## src/hdl/ebus_config.svh

```systemverilog
`ifndef EBUS_CONFIG_SVH
`define EBUS_CONFIG_SVH

// sizing of the diagnostic EBUS subsystem

// EBUS word, numbered 0 to 35 with bit 0 as the most significant
`define EBUS_WIDTH 36

// priority interrupt levels, numbered 1 to 7 with 1 as the highest priority
`define PI_LEVELS 7

// fixed PI level on which the APR asks for service
`define APR_PI_LEVEL 3

// number of sticky APR error flags
`define APR_ERRORS 4

`endif
```

## src/hdl/ebusPkg.sv

```systemverilog
`default_nettype none

`include "ebus_config.svh"

// types shared by every block that sits on the diagnostic EBUS
package ebusPkg;

  // a full EBUS word in the usual 0-to-35 big-endian numbering
  typedef logic [0:`EBUS_WIDTH-1] tEbusWord;

  // what each device hands to the EBUS multiplexer
  // a device only owns the bus while driving is set
  typedef struct packed {
    logic     driving;
    tEbusWord data;
  } tEBUSdriver;

  // device select codes as issued by the console
  typedef enum logic [1:0] {
    DEV_NONE = 2'd0,
    DEV_APR  = 2'd1,
    DEV_PI   = 2'd2
  } tEbusDev;

  // diagnostic functions
  // FN_READ asks the selected device for its status word,
  // FN_WRITE loads it from the write data and FN_CLEAR drops its sticky state
  typedef enum logic [1:0] {
    FN_IDLE  = 2'd0,
    FN_READ  = 2'd1,
    FN_WRITE = 2'd2,
    FN_CLEAR = 2'd3
  } tDiagFunc;

endpackage

`default_nettype wire

```

## src/hdl/iEBUS.sv

```systemverilog
`timescale 1ns/1ps
`default_nettype none

// the EBUS as seen inside the subsystem
// the decoder owns select, function, strobe and write data,
// and the multiplexer owns the shared data word
interface iEBUS;
  import ebusPkg::*;

  tEbusDev  cs;
  tDiagFunc func;
  logic     strobe;
  tEbusWord wrData;
  tEbusWord data;

  modport ctl (
    output cs,
    output func,
    output strobe,
    output wrData
  );

  modport dev (
    input cs,
    input func,
    input strobe,
    input wrData
  );

  modport mux (
    output data,
    input  strobe,
    input  func,
    input  cs
  );

endinterface

`default_nettype wire

```

## src/hdl/ebusTop.sv

```systemverilog
`timescale 1ns/1ps
`default_nettype none

`include "ebus_config.svh"

// diagnostic EBUS subsystem with the APR and PI devices
module ebusTop (
  input  logic                   clk,
  input  logic                   rst,
  input  logic                   diagReq,
  input  ebusPkg::tEbusDev       diagDev,
  input  ebusPkg::tDiagFunc      diagFunc,
  input  ebusPkg::tEbusWord      writeData,
  input  logic [0:`APR_ERRORS-1] errorIn,
  input  logic [1:`PI_LEVELS]    piReq,
  output ebusPkg::tEbusWord      readData,
  output logic                   readValid,
  output logic [2:0]             piLevel,
  output logic                   piActive
);
  import ebusPkg::*;

  iEBUS ebus ();

  // one driver record per device, merged in the multiplexer
  tEBUSdriver aprDrv;
  tEBUSdriver piDrv;
  logic       aprIntReq;

  ebusDiagDecode decode0 (
    .clk       (clk),
    .rst       (rst),
    .diagReq   (diagReq),
    .diagDev   (diagDev),
    .diagFunc  (diagFunc),
    .writeData (writeData),
    .bus       (ebus.ctl)
  );

  aprDevice apr0 (
    .clk       (clk),
    .rst       (rst),
    .errorIn   (errorIn),
    .bus       (ebus.dev),
    .drv       (aprDrv),
    .aprIntReq (aprIntReq)
  );

  piDevice pi0 (
    .clk       (clk),
    .rst       (rst),
    .piReq     (piReq),
    .aprIntReq (aprIntReq),
    .bus       (ebus.dev),
    .drv       (piDrv),
    .piLevel   (piLevel),
    .piActive  (piActive)
  );

  ebusMux mux0 (
    .clk       (clk),
    .rst       (rst),
    .aprDrv    (aprDrv),
    .piDrv     (piDrv),
    .bus       (ebus.mux),
    .readData  (readData),
    .readValid (readValid)
  );

endmodule

`default_nettype wire

```

## src/hdl/ebusMux.sv

```systemverilog
`timescale 1ns/1ps
`default_nettype none

// output side of the EBUS
// device records are collapsed onto the shared word by fixed priority,
// and every diagnostic read is captured for the console
module ebusMux (
  input  logic                clk,
  input  logic                rst,
  input  ebusPkg::tEBUSdriver aprDrv,
  input  ebusPkg::tEBUSdriver piDrv,
  iEBUS.mux                   bus,
  output ebusPkg::tEbusWord   readData,
  output logic                readValid
);
  import ebusPkg::*;

  tEbusWord ebusData;
  logic     readStrobe;

  // APR first, then PI, and an undriven bus reads as zero
  always_comb begin
    if (aprDrv.driving) begin
      ebusData = aprDrv.data;
    end else if (piDrv.driving) begin
      ebusData = piDrv.data;
    end else begin
      ebusData = '0;
    end
  end

  assign bus.data   = ebusData;
  assign readStrobe = bus.strobe && (bus.func == FN_READ);

  // readData keeps the last word read until the next read replaces it
  always_ff @(posedge clk) begin
    if (rst) begin
      readData  <= '0;
      readValid <= 1'b0;
    end else begin
      readValid <= readStrobe;
      if (readStrobe) begin
        readData <= ebusData;
      end
    end
  end

  assert property (@(posedge clk) disable iff (rst)
    !(aprDrv.driving && piDrv.driving))
    else $error("APR and PI drive the EBUS at the same time");

  // a read addressed to a real device must find that device on the bus
  assert property (@(posedge clk) disable iff (rst)
    (readStrobe && bus.cs != DEV_NONE) |-> (aprDrv.driving || piDrv.driving))
    else $error("EBUS read left undriven by the selected device");

endmodule

`default_nettype wire

```

## src/hdl/piDevice.sv

```systemverilog
`timescale 1ns/1ps
`default_nettype none

`include "ebus_config.svh"

// priority interrupt device
// requests on levels 1 to 7 are latched as pending and the highest
// priority level that is both pending and enabled is reported
module piDevice (
  input  logic                 clk,
  input  logic                 rst,
  input  logic [1:`PI_LEVELS]  piReq,
  input  logic                 aprIntReq,
  iEBUS.dev                    bus,
  output ebusPkg::tEBUSdriver  drv,
  output logic [2:0]           piLevel,
  output logic                 piActive
);
  import ebusPkg::*;

  // the status word is packed against the low end of the word
  localparam int PendPos  = `EBUS_WIDTH - `PI_LEVELS;
  localparam int EnPos    = PendPos - `PI_LEVELS;
  localparam int LevelPos = EnPos - 3;

  logic [1:`PI_LEVELS] pending;
  logic [1:`PI_LEVELS] enable;
  logic [1:`PI_LEVELS] aprLevelReq;
  logic [1:`PI_LEVELS] reqIn;
  logic [1:`PI_LEVELS] live;
  logic                selected;
  logic                clearSel;
  tEbusWord            statusWord;

  assign selected = bus.strobe && (bus.cs == DEV_PI);
  assign clearSel = selected && (bus.func == FN_CLEAR);

  // the APR has a fixed slot among the request lines
  always_comb begin
    aprLevelReq = '0;
    aprLevelReq[`APR_PI_LEVEL] = aprIntReq;
  end

  assign reqIn = piReq | aprLevelReq;

  always_ff @(posedge clk) begin
    if (rst) begin
      pending <= '0;
      enable  <= '0;
    end else begin
      if (clearSel) begin
        pending <= '0;
      end else begin
        pending <= pending | reqIn;
      end

      if (selected && bus.func == FN_WRITE) begin
        enable <= bus.wrData[PendPos +: `PI_LEVELS];
      end
    end
  end

  assign live = pending & enable;

  // scan from the lowest priority upward so the lowest number wins
  always_comb begin
    piLevel = 3'd0;
    for (int i = `PI_LEVELS; i >= 1; i--) begin
      if (live[i]) begin
        piLevel = 3'(i);
      end
    end
  end

  assign piActive = |live;

  always_comb begin
    statusWord = '0;
    statusWord[LevelPos +: 3]         = piLevel;
    statusWord[EnPos +: `PI_LEVELS]   = enable;
    statusWord[PendPos +: `PI_LEVELS] = pending;
  end

  assign drv.driving = selected && (bus.func == FN_READ);
  assign drv.data    = drv.driving ? statusWord : '0;

endmodule

`default_nettype wire

```

## src/hdl/aprDevice.sv

```systemverilog
`timescale 1ns/1ps
`default_nettype none

`include "ebus_config.svh"

// APR status device
// error flags are sticky until the console clears them,
// and any flag under an enabled mask bit asks the PI for service
module aprDevice (
  input  logic                  clk,
  input  logic                  rst,
  input  logic [0:`APR_ERRORS-1] errorIn,
  iEBUS.dev                     bus,
  output ebusPkg::tEBUSdriver   drv,
  output logic                  aprIntReq
);
  import ebusPkg::*;

  // flags sit just above the mask in the status word
  localparam int MaskPos = `EBUS_WIDTH - `APR_ERRORS;
  localparam int FlagPos = MaskPos - `APR_ERRORS;

  logic [0:`APR_ERRORS-1] errFlags;
  logic [0:`APR_ERRORS-1] enMask;
  logic                   selected;
  tEbusWord               statusWord;

  assign selected = bus.strobe && (bus.cs == DEV_APR);

  always_ff @(posedge clk) begin
    if (rst) begin
      errFlags <= '0;
      enMask   <= '0;
    end else begin
      // a clear wins over an error arriving in the same cycle
      if (selected && bus.func == FN_CLEAR) begin
        errFlags <= '0;
      end else begin
        errFlags <= errFlags | errorIn;
      end

      if (selected && bus.func == FN_WRITE) begin
        enMask <= bus.wrData[MaskPos +: `APR_ERRORS];
      end
    end
  end

  always_comb begin
    statusWord = '0;
    statusWord[FlagPos +: `APR_ERRORS] = errFlags;
    statusWord[MaskPos +: `APR_ERRORS] = enMask;
  end

  // the record is only valid while this device is being read
  assign drv.driving = selected && (bus.func == FN_READ);
  assign drv.data    = drv.driving ? statusWord : '0;

  assign aprIntReq = |(errFlags & enMask);

endmodule

`default_nettype wire

```

## src/hdl/ebusDiagDecode.sv

```systemverilog
`timescale 1ns/1ps
`default_nettype none

// console side of the diagnostic path
// a one-cycle request from the console is captured and shows up on the
// EBUS in the following cycle together with a single strobe
module ebusDiagDecode (
  input  logic              clk,
  input  logic              rst,
  input  logic              diagReq,
  input  ebusPkg::tEbusDev  diagDev,
  input  ebusPkg::tDiagFunc diagFunc,
  input  ebusPkg::tEbusWord writeData,
  iEBUS.ctl                 bus
);
  import ebusPkg::*;

  // select and function only live for the strobe cycle
  // between requests the bus falls back to no device and no function
  always_ff @(posedge clk) begin
    if (rst) begin
      bus.cs     <= DEV_NONE;
      bus.func   <= FN_IDLE;
      bus.strobe <= 1'b0;
    end else if (diagReq) begin
      bus.cs     <= diagDev;
      bus.func   <= diagFunc;
      bus.strobe <= 1'b1;
    end else begin
      bus.cs     <= DEV_NONE;
      bus.func   <= FN_IDLE;
      bus.strobe <= 1'b0;
    end
  end

  // the write word is taken with the request and is only looked at
  // by the devices while strobe is up
  always_ff @(posedge clk) begin
    if (diagReq) begin
      bus.wrData <= writeData;
    end
  end

  // requests are at least two cycles apart, so a strobe is never stretched
  // and every device sees each function exactly once
  assert property (@(posedge clk) disable iff (rst)
    bus.strobe |=> !bus.strobe)
    else $error("EBUS strobe held for more than one cycle");

endmodule

`default_nettype wire

```

## config.mk

```make
export PLATFORM = sky130hd
export DESIGN_NAME = ebusTop
export DESIGN_NICKNAME = d
export VERILOG_FILES = /design/src/hdl/ebusPkg.sv /design/src/hdl/iEBUS.sv /design/src/hdl/ebusTop.sv /design/src/hdl/ebusMux.sv /design/src/hdl/piDevice.sv /design/src/hdl/aprDevice.sv /design/src/hdl/ebusDiagDecode.sv
export VERILOG_INCLUDE_DIRS = /design/src /design/src/hdl
export SDC_FILE = /design/constraint.sdc
export NUM_CORES = 1
export LEC_CHECK = 0
export BUFFER_PORTS_ARGS = -buffer_cell sky130_fd_sc_hd__buf_2
export CORE_UTILIZATION = 40
export CTS_CLUSTER_SIZE = 40
export DETAILED_ROUTE_END_ITERATION = 12
export PLACE_DENSITY = 0.7
export SLEW_MARGIN = 20
export SYNTH_ARGS = -nofsm -noshare
export SYNTH_HDL_FRONTEND = slang
export SYNTH_SLANG_ARGS = --single-unit
```

## constraint.sdc

```tcl
create_clock -name clk -period 1.59 [get_ports clk]
set_clock_uncertainty 0.1 [all_clocks]
set_input_delay 0.159 -clock clk [delete_from_list [all_inputs] [get_ports clk]]
set_output_delay 0.159 -clock clk [all_outputs]
set_load 0.01 [all_outputs]
```

# Word level (Yosys, flattened, before mapping)
# Index checks and enable logic that the tools add are counted.
[totals]
elab_cells = 45
in_bits = 54
ff_bits = 71
output_inout_bits = 41
[classes]
muxes = 10
bitwise = 6
n_reduce_logical = 14
eq_ne = 5
[ops]
columns = ["cell", "count"]
rows = [
  ["36-bit two-way mux", 1],
  ["3-bit two-way mux", 7],
  ["17-bit two-way mux", 1],
  ["1-bit logical AND", 9],
  ["7-bit bitwise AND", 1],
  ["7-bit by 5-bit OR with 7-bit output", 1],
  ["7-bit OR", 1],
  ["7-bit OR reduction", 1],
  ["2-bit == test, second input constant", 3],
  ["2-bit OR reduction", 3],
  ["4-bit bitwise AND", 1],
  ["2-bit by 1-bit == test with 1-bit output, second input constant", 2],
  ["4-bit OR", 1],
  ["4-bit OR reduction", 1],
  ["1-bit two-way mux", 1],
  ["1-bit inverter", 1],
]

# Logic depth before layout (Yosys ltp)
# Gate-level depths: netlist of the first run.
[logic_depth]
word_depth = 10
depth_mapped = 6
ltp_nobuf = 4

# Modules after synthesis
# A second synthesis of the first run with hierarchy kept.
[unflattened]
cells_unflattened = 427
hier_area_um2 = 4499.3
[by_module_without_submodules]
columns = ["mod", "cells_each", "area_per_inst_um2", "n_inst", "seq_area_each_um2"]
rows = [
  ["ebusMux", 208, 1780.5, 1, 740.7],
  ["ebusDiagDecode", 46, 1222.4, 1, 1181.1],
  ["piDevice", 98, 868.3, 1, 280.3],
  ["aprDevice", 75, 628.1, 1, 160.2],
]

# Worst setup path before layout of the first run
# Ideal clock, no wire load.
[synth_timing]
path_type = "register to register"
start = "register decode0.bus.cs[0]"
end = "register apr0.enMask[0] (netlist name)"
stages_incl_launch_ff = 7
path_slack_ns = 0.261
t_required_ns = 1.362
arrival_ns = 1.101
n_path_buf = 2
period_less_slack_ns = 1.329
setup_ns = 0.128
path_cell_list = "dfxtp_1 nor2b_1 buf_2 and3_1 clkbuf_2 mux2i_1 nor2_1"
[synth_via]
elab_chain_cells = 3
[synth_rtl]
columns = ["element", "line_no", "text"]
rows = [
  ["from (decl)", "iEBUS.sv:17", "output cs,"],
  ["from (signal assigned)", "ebusDiagDecode.sv:26", "bus.cs <= diagDev;"],
  ["2-bit by 1-bit == test with 1-bit output", "aprDevice.sv:28", "assign selected = bus.strobe && (bus.cs == DEV_APR);"],
  ["1-bit logical AND", "aprDevice.sv:28", ""],
  ["1-bit logical AND", "aprDevice.sv:42", "if (selected && bus.func == FN_WRITE) begin"],
  ["to (signal assigned)", "aprDevice.sv:43", "enMask <= bus.wrData[MaskPos +: `APR_ERRORS];"],
  ["to (decl)", "aprDevice.sv:24", "logic [0:`APR_ERRORS-1] enMask;"],
]
# Every way passes these cells.
# A chain may end at the register's enable or synchronous reset.

# Worst setup path after layout of the first run
[layout_timing]
start = "register pi0.pending[3] (netlist name)"
end = "output port piLevel[0]"
[layout_via]
elab_chain_cells = 4
[layout_rtl]
columns = ["element", "line_no", "text"]
rows = [
  ["from (decl)", "piDevice.sv:26", "logic [1:`PI_LEVELS] pending;"],
  ["from (signal assigned)", "piDevice.sv:54", "pending <= pending | reqIn;"],
  ["7-bit bitwise AND", "piDevice.sv:63", "assign live = pending & enable;"],
  ["3-bit two-way mux (3 in a row)", "piDevice.sv:69", "if (live[i]) begin"],
  ["to (decl)", "ebusTop.sv:18", "output logic [2:0] piLevel,"],
]
# Every way passes these cells.

==> flow_summary.ini, run 1 <==
[die]
dieArea_um2 = 5350
die_height_um = 73.2
core_area_um2 = 4790
io_pins = 95
rows = 25
initial_core_util_pct = 42.3
die_x_um = 73.2

[place]
hpwlAfterDp_mm = 2.86
post_dp_cell_area_um2 = 2280
io_buffer_count = 46
routabilityCongestion = 0.839

[finish]
layout-drive-gt1-share_pct = 34.2
diodes = 0
area_growth_pct = 32.6
layout.nets = 313
design_area_um2 = 2690

[yosys]
yosysUniqueCellTypes = 35
yosys_warnings = 0
ys_seq_elements = 52
yosysSeqAreaShare_pct = 54.8
synthesis.area_um2 = 2030
synthCells = 186
syn_area_per_cell_um2 = 10.9

[setup_path]
ff2ff_path_depth = 5
cp.required_ns = 1.33
critPathMaxFanout = 4
worstPathArrival_ns = 1.28
worstSetupPathType = flip-flop to primary output
start_kind = flip-flop
r2r_end = mux0.readData[3]$_SDFFE_PP0P_
r2r-start = decode0.bus.func[0]$_SDFF_PP0_
end_kind = primary output
r2r_setup_slack_ns = 0.10

[detailed_routing]
drt_first_pass_iters = 4
routed_wl_mm = 4.08
avgViaCountPerCell = 4.84
vias = 1582
drc_errors = 0
wl_per_cell_um = 12.5
ant_nets = 0
first_iter_violations = 77

[status]
outcome = finished clean

[timing]
final_hold_viol_count = 0
slew_viol_final = 0
fmax_mhz = 648
fin_crit_ns = 1.54
rsz0062_at_grt = true
fin_setup_tns_ns = 0
setup_viol = 0
fin_crit_sh_pct = 97.0

[pwr]
total_power_uw = 2410
powerDensity_nw_per_um2 = 896
peakVddDrop_uv = 683
p_leak_uw = 0.00116

[hold_path]
hold-path-cell-count = 1
hold_start = diagReq
whs_endpoint = decode0.bus.wrData[1]$_DFFE_PP_
min_path_type = input port to flip-flop

[cts]
cts-root-buf = clkbuf_8
clockBufferDepth = 2
cts_made_buffers = 5
htree_num_levels = 2
clkLatencyLatePin_ns = 0.31
clk_pin_slew_ns = 0.09
clkSinkCount = 52
tritoncts = built

[global_route]
grt_pass1_vias = 1388
grt_overflow = 0
grt_pass1_wl_mm = 6.36
grt_max_degree = 22
antenna_found_initial = 0
grt.total_usage_pct = 15.8

[job]
drv_cap = 0
[final cells by class]
class                           count  area, µm²
Fill cell                         424       2100
Sequential cell                    52       1140
Multi-Input combinational cell    122        825
Timing Repair Buffer               78        536
Clock buffer                        7       97.6
Tap cell                           67       83.8
Clock inverter                      1       5.00
[synth_stat cells]
library cell	count	area, µm²
and2b_1	1	7.51
nor3b_1	1	7.51
clkbuf_1	3	11.3
dfxtp_1	45	901
a32o_1	1	10.0
buf_4	22	165
conb_1	1	3.75
a22o_1	11	96.3
edfxtp_1	7	210
and2_1	4	25.0
nor3_1	8	40.0
a41oi_1	1	8.76
a31oi_1	1	6.26
and3_1	2	12.5
clkbuf_2	1	5.00
a41oi_2	1	16.3
o21a_1	10	75.1
nand3_1	1	5.00
o21ai_0	1	5.00
nand3b_1	1	7.51
a21boi_0	1	7.51
a221oi_1	8	70.1
a211oi_1	1	7.51
nor2b_1	3	18.8
nor2_1	21	78.8
nor2_2	1	6.26
a21oi_1	3	15.0
buf_2	4	20.0
nand2_1	5	18.8
a222oi_1	1	10.0
a22oi_1	1	7.51
or2_4	1	8.76
and2b_2	1	8.76
nor3b_4	1	18.8
mux2i_1	11	110
[through the flow]
step | std cells | util [%] | hold slack, ns | setup slack, ns
floorplan | 204 | - | 0.158 | 0.261
global placement | 295 | 47.6 | 0.237 | 0.135
detailed placement | 295 | 47.6 | 0.237 | 0.114
CTS | 324 | 54.4 | 0.0736 | -0.0145
global route | 327 | 56.1 | 0.0634 | -0.0235
finish | 327 | 56.1 | 0.0751 | 0.0479
[power breakdown]
| group | switching, µW | leakage [µW] | total, µW | internal [µW] |
|---|---|---|---|---|
| logic | 83.4 | 0.000669 | 179 | 95.5 |
| registers | 37.2 | 0.000441 | 1410 | 1370 |
| clock network | 413 | 0.0000534 | 817 | 404 |
[cell families after synthesis]
| group | Yosys count | share of synthesized area, % |
|---|---|---|
| other | 1 | 0.185 |
| muxes | 11 | 5.44 |
| DFF | 52 | 54.8 |
| and+or+nand+nor | 51 | 13.0 |
| buffers and inverters | 30 | 9.94 |
| AOI/OAI and AO/OA | 41 | 16.6 |
[worst max-delay path, cell delays in order (launching register included)]
cell     delay, ns
dfxtp_4       0.37
a22o_1        0.23
a31oi_2       0.16
o21ai_2       0.07
buf_2         0.14
[worst max path at each step]
| stage | slack [ns] | cells after the start | startpoint | to |
|---|---|---|---|---|
| 5_1_grt | -0.02 | 4 | pi0.pending[4]$_SDFF_PP0_ | piActive |
| 2_1_floorplan | 0.26 | 6 | decode0.bus.cs[0]$_SDFF_PP0_ | apr0.enMask[0]$_SDFFE_PP0P_ |
| 3_5_place_dp | 0.11 | 5 | decode0.bus.func[0]$_SDFF_PP0_ | mux0.readData[2]$_SDFFE_PP0P_ |
| 4_1_cts | -0.01 | 4 | pi0.pending[3]$_SDFF_PP0_ | piLevel[0] |
| 6_report | 0.05 | 4 | pi0.pending[3]$_SDFF_PP0_ | piLevel[0] |
| 3_3_place_gp | 0.13 | 4 | decode0.bus.func[0]$_SDFF_PP0_ | mux0.readData[9]$_SDFFE_PP0P_ |
[what timing repair did]
action,CTS,global route
pin swaps,0,4
gates resized for setup,6,21
setup buffers,0,3
hold endpoints to repair,21,0
setup endpoints to repair,2,5
cloned,0,0
hold buffers,21,0
[layer usage]
metal  GRT usage [%]  routed length (µm)  vias to the layer above
met1            19.6                1840                      750
met2            26.1                1950                       50
met4            5.23                  65                        0
li1                -                   -                      774
met3            4.97                 226                        8
met5               0                   0                        -
[sequential cells by signal (all words and copies together) (netlist names)]
signal / count
apr0.enMask: 4
apr0.errFlags: 4
decode0.bus.cs: 2
decode0.bus.func: 2
decode0.bus.strobe: 1
decode0.bus.wrData: 7
mux0.readData: 17
mux0.readValid: 1
pi0.enable: 7
pi0.pending: 7
[cell usage in the layout, fill, tap and decap left out, types with 2 or more instances in the layout]
master | netlist | layout
buf_2 | 4 | 46
dfxtp_1 | 45 | 33
nor2_1 | 21 | 21
dlygate4sd3_1 | 0 | 21
conb_1 | 1 | 19
mux2i_1 | 11 | 11
a22o_1 | 11 | 10
o21a_1 | 10 | 10
buf_4 | 22 | 10
nor3_1 | 8 | 8
a221oi_1 | 8 | 7
edfxtp_1 | 7 | 7
dfxtp_2 | 0 | 7
nand2_1 | 5 | 5
clkbuf_8 | 0 | 5
dfxtp_4 | 0 | 5
and2_1 | 4 | 4
a21oi_1 | 3 | 3
nor2b_1 | 3 | 2
and3_1 | 2 | 2
Note: power is estimated with default switching activity, not from simulation.
==> run 2: changes to the inputs <==
ABC_AREA = 1   (was unset)
==> flow_summary.ini, run 2 <==
[finish]
final_cell_mix = nand2_1 (58), buf_2 (46), dfxtp_1 (37)
layout-drive-gt1-share_pct = 25.9
layout.nets = 377
design_area_um2 = 2640
top_register = mux0.readData
mostFrequentLayoutCell = nand2_1
largest_register_ffs = 17
diodes = 0
area_growth_pct = 29.5
final_core_util_pct = 54.9

[timing]
fmax_mhz = 670
setup_viol = 0
fin_crit_ns = 1.49
slew_viol_final = 0
final_hold_viol_count = 0
worst_slack_ns = 0.0979
fin_crit_sh_pct = 93.8

[place]
dp_slack_ns = 0.217
io_buffer_count = 46
routabilityCongestion = 0.836
hpwlAfterDp_mm = 2.87
post_dp_cell_area_um2 = 2270

[pwr]
total_power_uw = 2330
powerDensity_nw_per_um2 = 880
peakVddDrop_uv = 525
p_leak_uw = 0.00117

[setup_path]
critPathMaxFanout = 3
crit_chain = nand2_2 -> inv_1 -> nand2_1 -> nand2_1 -> nand2_1 -> nand2_1 -> nand2_1 -> nand2_1 -> buf_2
worstPathArrival_ns = 1.23
crit_path_frequent_cell = nand2_1
cpMaxStageDelayCell = dfxtp_2
start_kind = flip-flop
cp.required_ns = 1.33
cp_slowest_stage_delay_ns = 0.36
end_kind = primary output
worstSetupPathType = flip-flop to primary output

[cts]
tritoncts = built
clk_pin_slew_ns = 0.09
cts_made_buffers = 5
clockBufferDepth = 2
cts-root-buf = clkbuf_8
clkSinkCount = 52
clkLatencyLatePin_ns = 0.31
htree_num_levels = 2

[global_route]
antenna_found_initial = 0
grt_pass1_vias = 1599
grt_overflow = 0
grt_max_degree = 19
grt_pass1_wl_mm = 6.83
grt.total_usage_pct = 16.8

[detailed_routing]
routed_wl_mm = 4.16
first_iter_violations = 44
drt_first_pass_iters = 4
vias = 1715
ant_nets = 0
route.top_layer_used = met4
dr_wl_met3_um = 189
dr_wl_met2_mm = 2.01
wl_per_cell_um = 10.6
drc_errors = 0
avgViaCountPerCell = 4.39
met1_length_mm = 1.90

[yosys]
ys_top_cells_by_area = dfxtp_1 (44%), nand2_1 (12%), edfxtp_1 (10%)
async_flop_share_pct = 0
yosysSeqAreaShare_pct = 54.4
synth_top_area_share_pct = 44.1
yosys_warnings = 0
ys_seq_elements = 52
synthCells = 249
yosysUniqueCellTypes = 21
syn_area_per_cell_um2 = 8.20
synthesis.area_um2 = 2040
synth_flop_cell = dfxtp_1
synthTopCellsByCount = nand2_1 (65), dfxtp_1 (45), nor2_1 (37), buf_4 (22), inv_1 (18)
synth_edf_count = 7
synth_most_common_cell = nand2_1
synth_top_cell_by_area = dfxtp_1

[die]
core_area_um2 = 4820
die_height_um = 73.5
die_x_um = 73.5
initial_core_util_pct = 42.4
rows = 25
io_pins = 95
dieArea_um2 = 5390

[status]
outcome = finished clean

[hold_path]
min_path_type = input port to flip-flop

[job]
drv_cap = 0
## run 2: cell types whose count changed after synthesis, moves of 10 or more
cell	change
a21oi_1	+13
a22o_1	-11
inv_1	+18
mux2i_1	-11
nand2_1	+60
nor2_1	+16
o21a_1	-10
o21ai_0	+11
## run 2: per-stage QoR
step | hold slack, ns | cells | setup TNS, ns
after floorplan | 0.158 | 267 | 0
after global placement | 0.236 | 358 | 0
after detailed placement | 0.237 | 358 | 0
after CTS | 0.0462 | 387 | 0
after global routing | 0.0814 | 391 | -0.00422
final | 0.0704 | 391 | 0
## run 2: cell type report
| class | count | area (µm²) |
|---|---|---|
| Clock inverter | 3 | 22.5 |
| Multi-Input combinational cell | 169 | 764 |
| Clock buffer | 5 | 68.8 |
| Sequential cell | 52 | 1120 |
| Inverter | 18 | 67.6 |
| Tap cell | 67 | 83.8 |
| Fill cell | 477 | 2170 |
| Timing Repair Buffer | 77 | 515 |
## run 2: cell families after synthesis
logic type             after synthesis  share of synthesized area (%)
buffers and inverters               46                           13.0
DFF                                 52                           54.4
other                                1                          0.184
AOI/OAI and AO/OA                   40                           10.7
and+or+nand+nor                    110                           21.8
## run 2: final timing paths
check	depth (start not counted)	startpoint	slack, ns	endpoint
max	9	pi0.pending[7]$_SDFF_PP0_	0.1	piLevel[0]
min	1	diagReq	0.07	decode0.bus.wrData[0]$_DFFE_PP_
max reg2reg	6	decode0.bus.cs[1]$_SDFF_PP0_	0.18	mux0.readData[1]$_SDFFE_PP0P_
min reg2reg	2	mux0.readData[15]$_SDFFE_PP0P_	0.37	mux0.readData[15]$_SDFFE_PP0P_
## run 2: report_power, final
group	internal, µW	switching, µW	leakage [µW]
Sequential	1370	29.7	0.000438
Combinational	82.7	82.0	0.000687
Clock	316	443	0.0000485
## run 2: worst max-delay path: cells and delay by family (launching register included)
family	cells	cell delay, ns
flops	1	0.36
simple gates	7	0.38
buf+inv	2	0.18
## run 2: metal layers
metal,up-vias,global-route usage (%)
li1,901,-
met1,756,20.0
met2,51,28.6
met3,7,5.35
met4,0,5.77
met5,-,0
## run 2: timing repair
item	in CTS	in global routing
endpoints found under the hold margin	21	0
resized for setup	0	18
hold buffers	21	0
setup endpoints to repair	0	4
setup buffers	0	4
==> run 3: changes to the inputs <==
ABC_AREA = unset   (was 1)
TNS_END_PERCENT = 20   (was unset)
==> flow_summary.ini, run 3 (synthesis gave the netlist of run 1 again) <==
[status]
outcome = complete, but fails checks
violations = setup timing

[finish]
design_area_um2 = 2670
final_core_util_pct = 55.7
final_cell_mix = buf_2 (46), dfxtp_1 (33), nor2_1 (21), dlygate4sd3_1 (21), conb_1 (19)
mostFrequentLayoutCell = buf_2
top_register = mux0.readData
area_growth_pct = 31.6
layout.nets = 311
layout-drive-gt1-share_pct = 33.3
diodes = 0
largest_register_ffs = 17
fill_cells = 426

[pwr]
p_leak_uw = 0.00115
peakVddDrop_uv = 680
powerDensity_nw_per_um2 = 901

[timing]
rsz0062_at_grt = true
fin_crit_sh_pct = 102
final_hold_viol_count = 0
worst_slack_ns = -0.0345
fin_crit_ns = 1.62
slew_viol_final = 0
setup_viol = 1
fmax_mhz = 616

[die]
die_height_um = 73.2
dieArea_um2 = 5350
die_x_um = 73.2
io_pins = 95
rows = 25
core_area_um2 = 4790
initial_core_util_pct = 42.3

[cts]
tritoncts = built
cts-root-buf = clkbuf_8
clkLatencyLatePin_ns = 0.30
clockBufferDepth = 2
clkSinkCount = 52
htree_num_levels = 2
clk_pin_slew_ns = 0.09
cts_made_buffers = 5

[hold_path]
whs_endpoint = decode0.bus.wrData[1]$_DFFE_PP_
hold-path-cell-count = 1
hold_start = diagReq
min_path_type = input port to flip-flop

[global_route]
grt_pass1_wl_mm = 6.36
grt.total_usage_pct = 15.8
grt_max_degree = 22
antenna_found_initial = 0
grt_pass1_vias = 1388
grt_overflow = 0

[place]
hpwlAfterDp_mm = 2.86
routabilityCongestion = 0.839
post_dp_cell_area_um2 = 2280
io_buffer_count = 46

[job]
drv_cap = 0

[detailed_routing]
avgViaCountPerCell = 4.81
ant_nets = 0
vias = 1564
routed_wl_mm = 4.12
drt_first_pass_iters = 4
wl_per_cell_um = 12.7
drc_errors = 0
first_iter_violations = 61

[setup_path]
r2r_end = mux0.readData[9]$_SDFFE_PP0P_
r2r_setup_slack_ns = 0.10
cpMaxStageDelayCell = dfxtp_4
start_kind = flip-flop
worstSetupPathType = flip-flop to primary output
cp.required_ns = 1.33
crit_chain = a22o_1 -> a31oi_2 -> o21ai_2 -> buf_2
cp_top_family = compound AO/OA/AOI/OAI gates
worstPathArrival_ns = 1.37
critPathMaxFanout = 5
end_kind = primary output
cp_slowest_stage_delay_ns = 0.37
r2r-start = decode0.bus.func[0]$_SDFF_PP0_
ff2ff_path_depth = 4
crit_buf_inv = 1
## run 3: cell count changes in the layout (fill, tap and decap cells not counted), sizes merged, moves of 8 or more
| cell | change |
|---|---|
| mux2i | +11 |
| o21ai | -12 |
| o21a | +10 |
| nand2 | -60 |
| a21oi | -13 |
| a221oi | +8 |
| a22o | +11 |
| inv | -19 |
| a31oi | -8 |
| nor2 | -16 |
## run 3: how the worst max path moves through the flow
stage,start,to,slack (ns),cells past startpoint
6_report,pi0.pending[3]$_SDFF_PP0_,piLevel[0],-0.03,4
5_1_grt,pi0.pending[3]$_SDFF_PP0_,piLevel[0],-0.08,4
4_1_cts,pi0.pending[3]$_SDFF_PP0_,piLevel[0],-0.01,4
3_5_place_dp,decode0.bus.func[0]$_SDFF_PP0_,mux0.readData[2]$_SDFFE_PP0P_,0.11,5
3_3_place_gp,decode0.bus.func[0]$_SDFF_PP0_,mux0.readData[9]$_SDFFE_PP0P_,0.13,4
2_1_floorplan,decode0.bus.cs[0]$_SDFF_PP0_,apr0.enMask[0]$_SDFFE_PP0P_,0.26,6
## run 3: area by class of cell
type	instances	area, µm²	area share, %
tap	67	83.8	3.14
clock buffer	7	97.6	3.66
clock inverter	1	5.00	0.188
timing repair buffer	76	520	19.5
sequential	52	1140	42.6
multi-input combinational	122	823	30.9
## run 3: layer usage
layer  global-route usage (%)  wire length (µm)  share of wire, %
met5                        0                 0                 0
met3                     4.97               210               5.1
met2                     26.1              2010                49
met1                     19.6              1850                45
met4                     5.23                48               1.2
## run 3: repair_timing
action,4_1_cts,5_1_grt
hold buffers,21,0
gates resized for setup,6,19
endpoints found under the setup margin,2,5
pin swaps,0,2
setup buffers,0,1
hold endpoints to repair,21,0
## run 3: power breakdown
part / leakage [µW] / switching [µW] / internal, µW / total [µW]
combinational: 0.000652 / 82.8 / 93.4 / 176
sequential: 0.000441 / 37.1 / 1370 / 1410
clock: 0.0000534 / 411 / 404 / 815
total: 0.00115 / 531 / 1870 / 2400
## run 3: per-stage QoR
step / instances / worst slack [ns] / hold slack, ns / setup TNS (ns) / total power (µW)
2_1_floorplan: 204 / 0.261 / 0.158 / 0 / 1550
3_3_place_gp: 295 / 0.135 / 0.237 / 0 / 1570
3_5_place_dp: 295 / 0.114 / 0.237 / 0 / 1580
4_1_cts: 324 / -0.0145 / 0.0736 / -0.0238 / 2430
5_1_grt: 325 / -0.0828 / 0.0634 / -0.0875 / 2500
6_report: 325 / -0.0345 / 0.0772 / -0.0345 / 2400
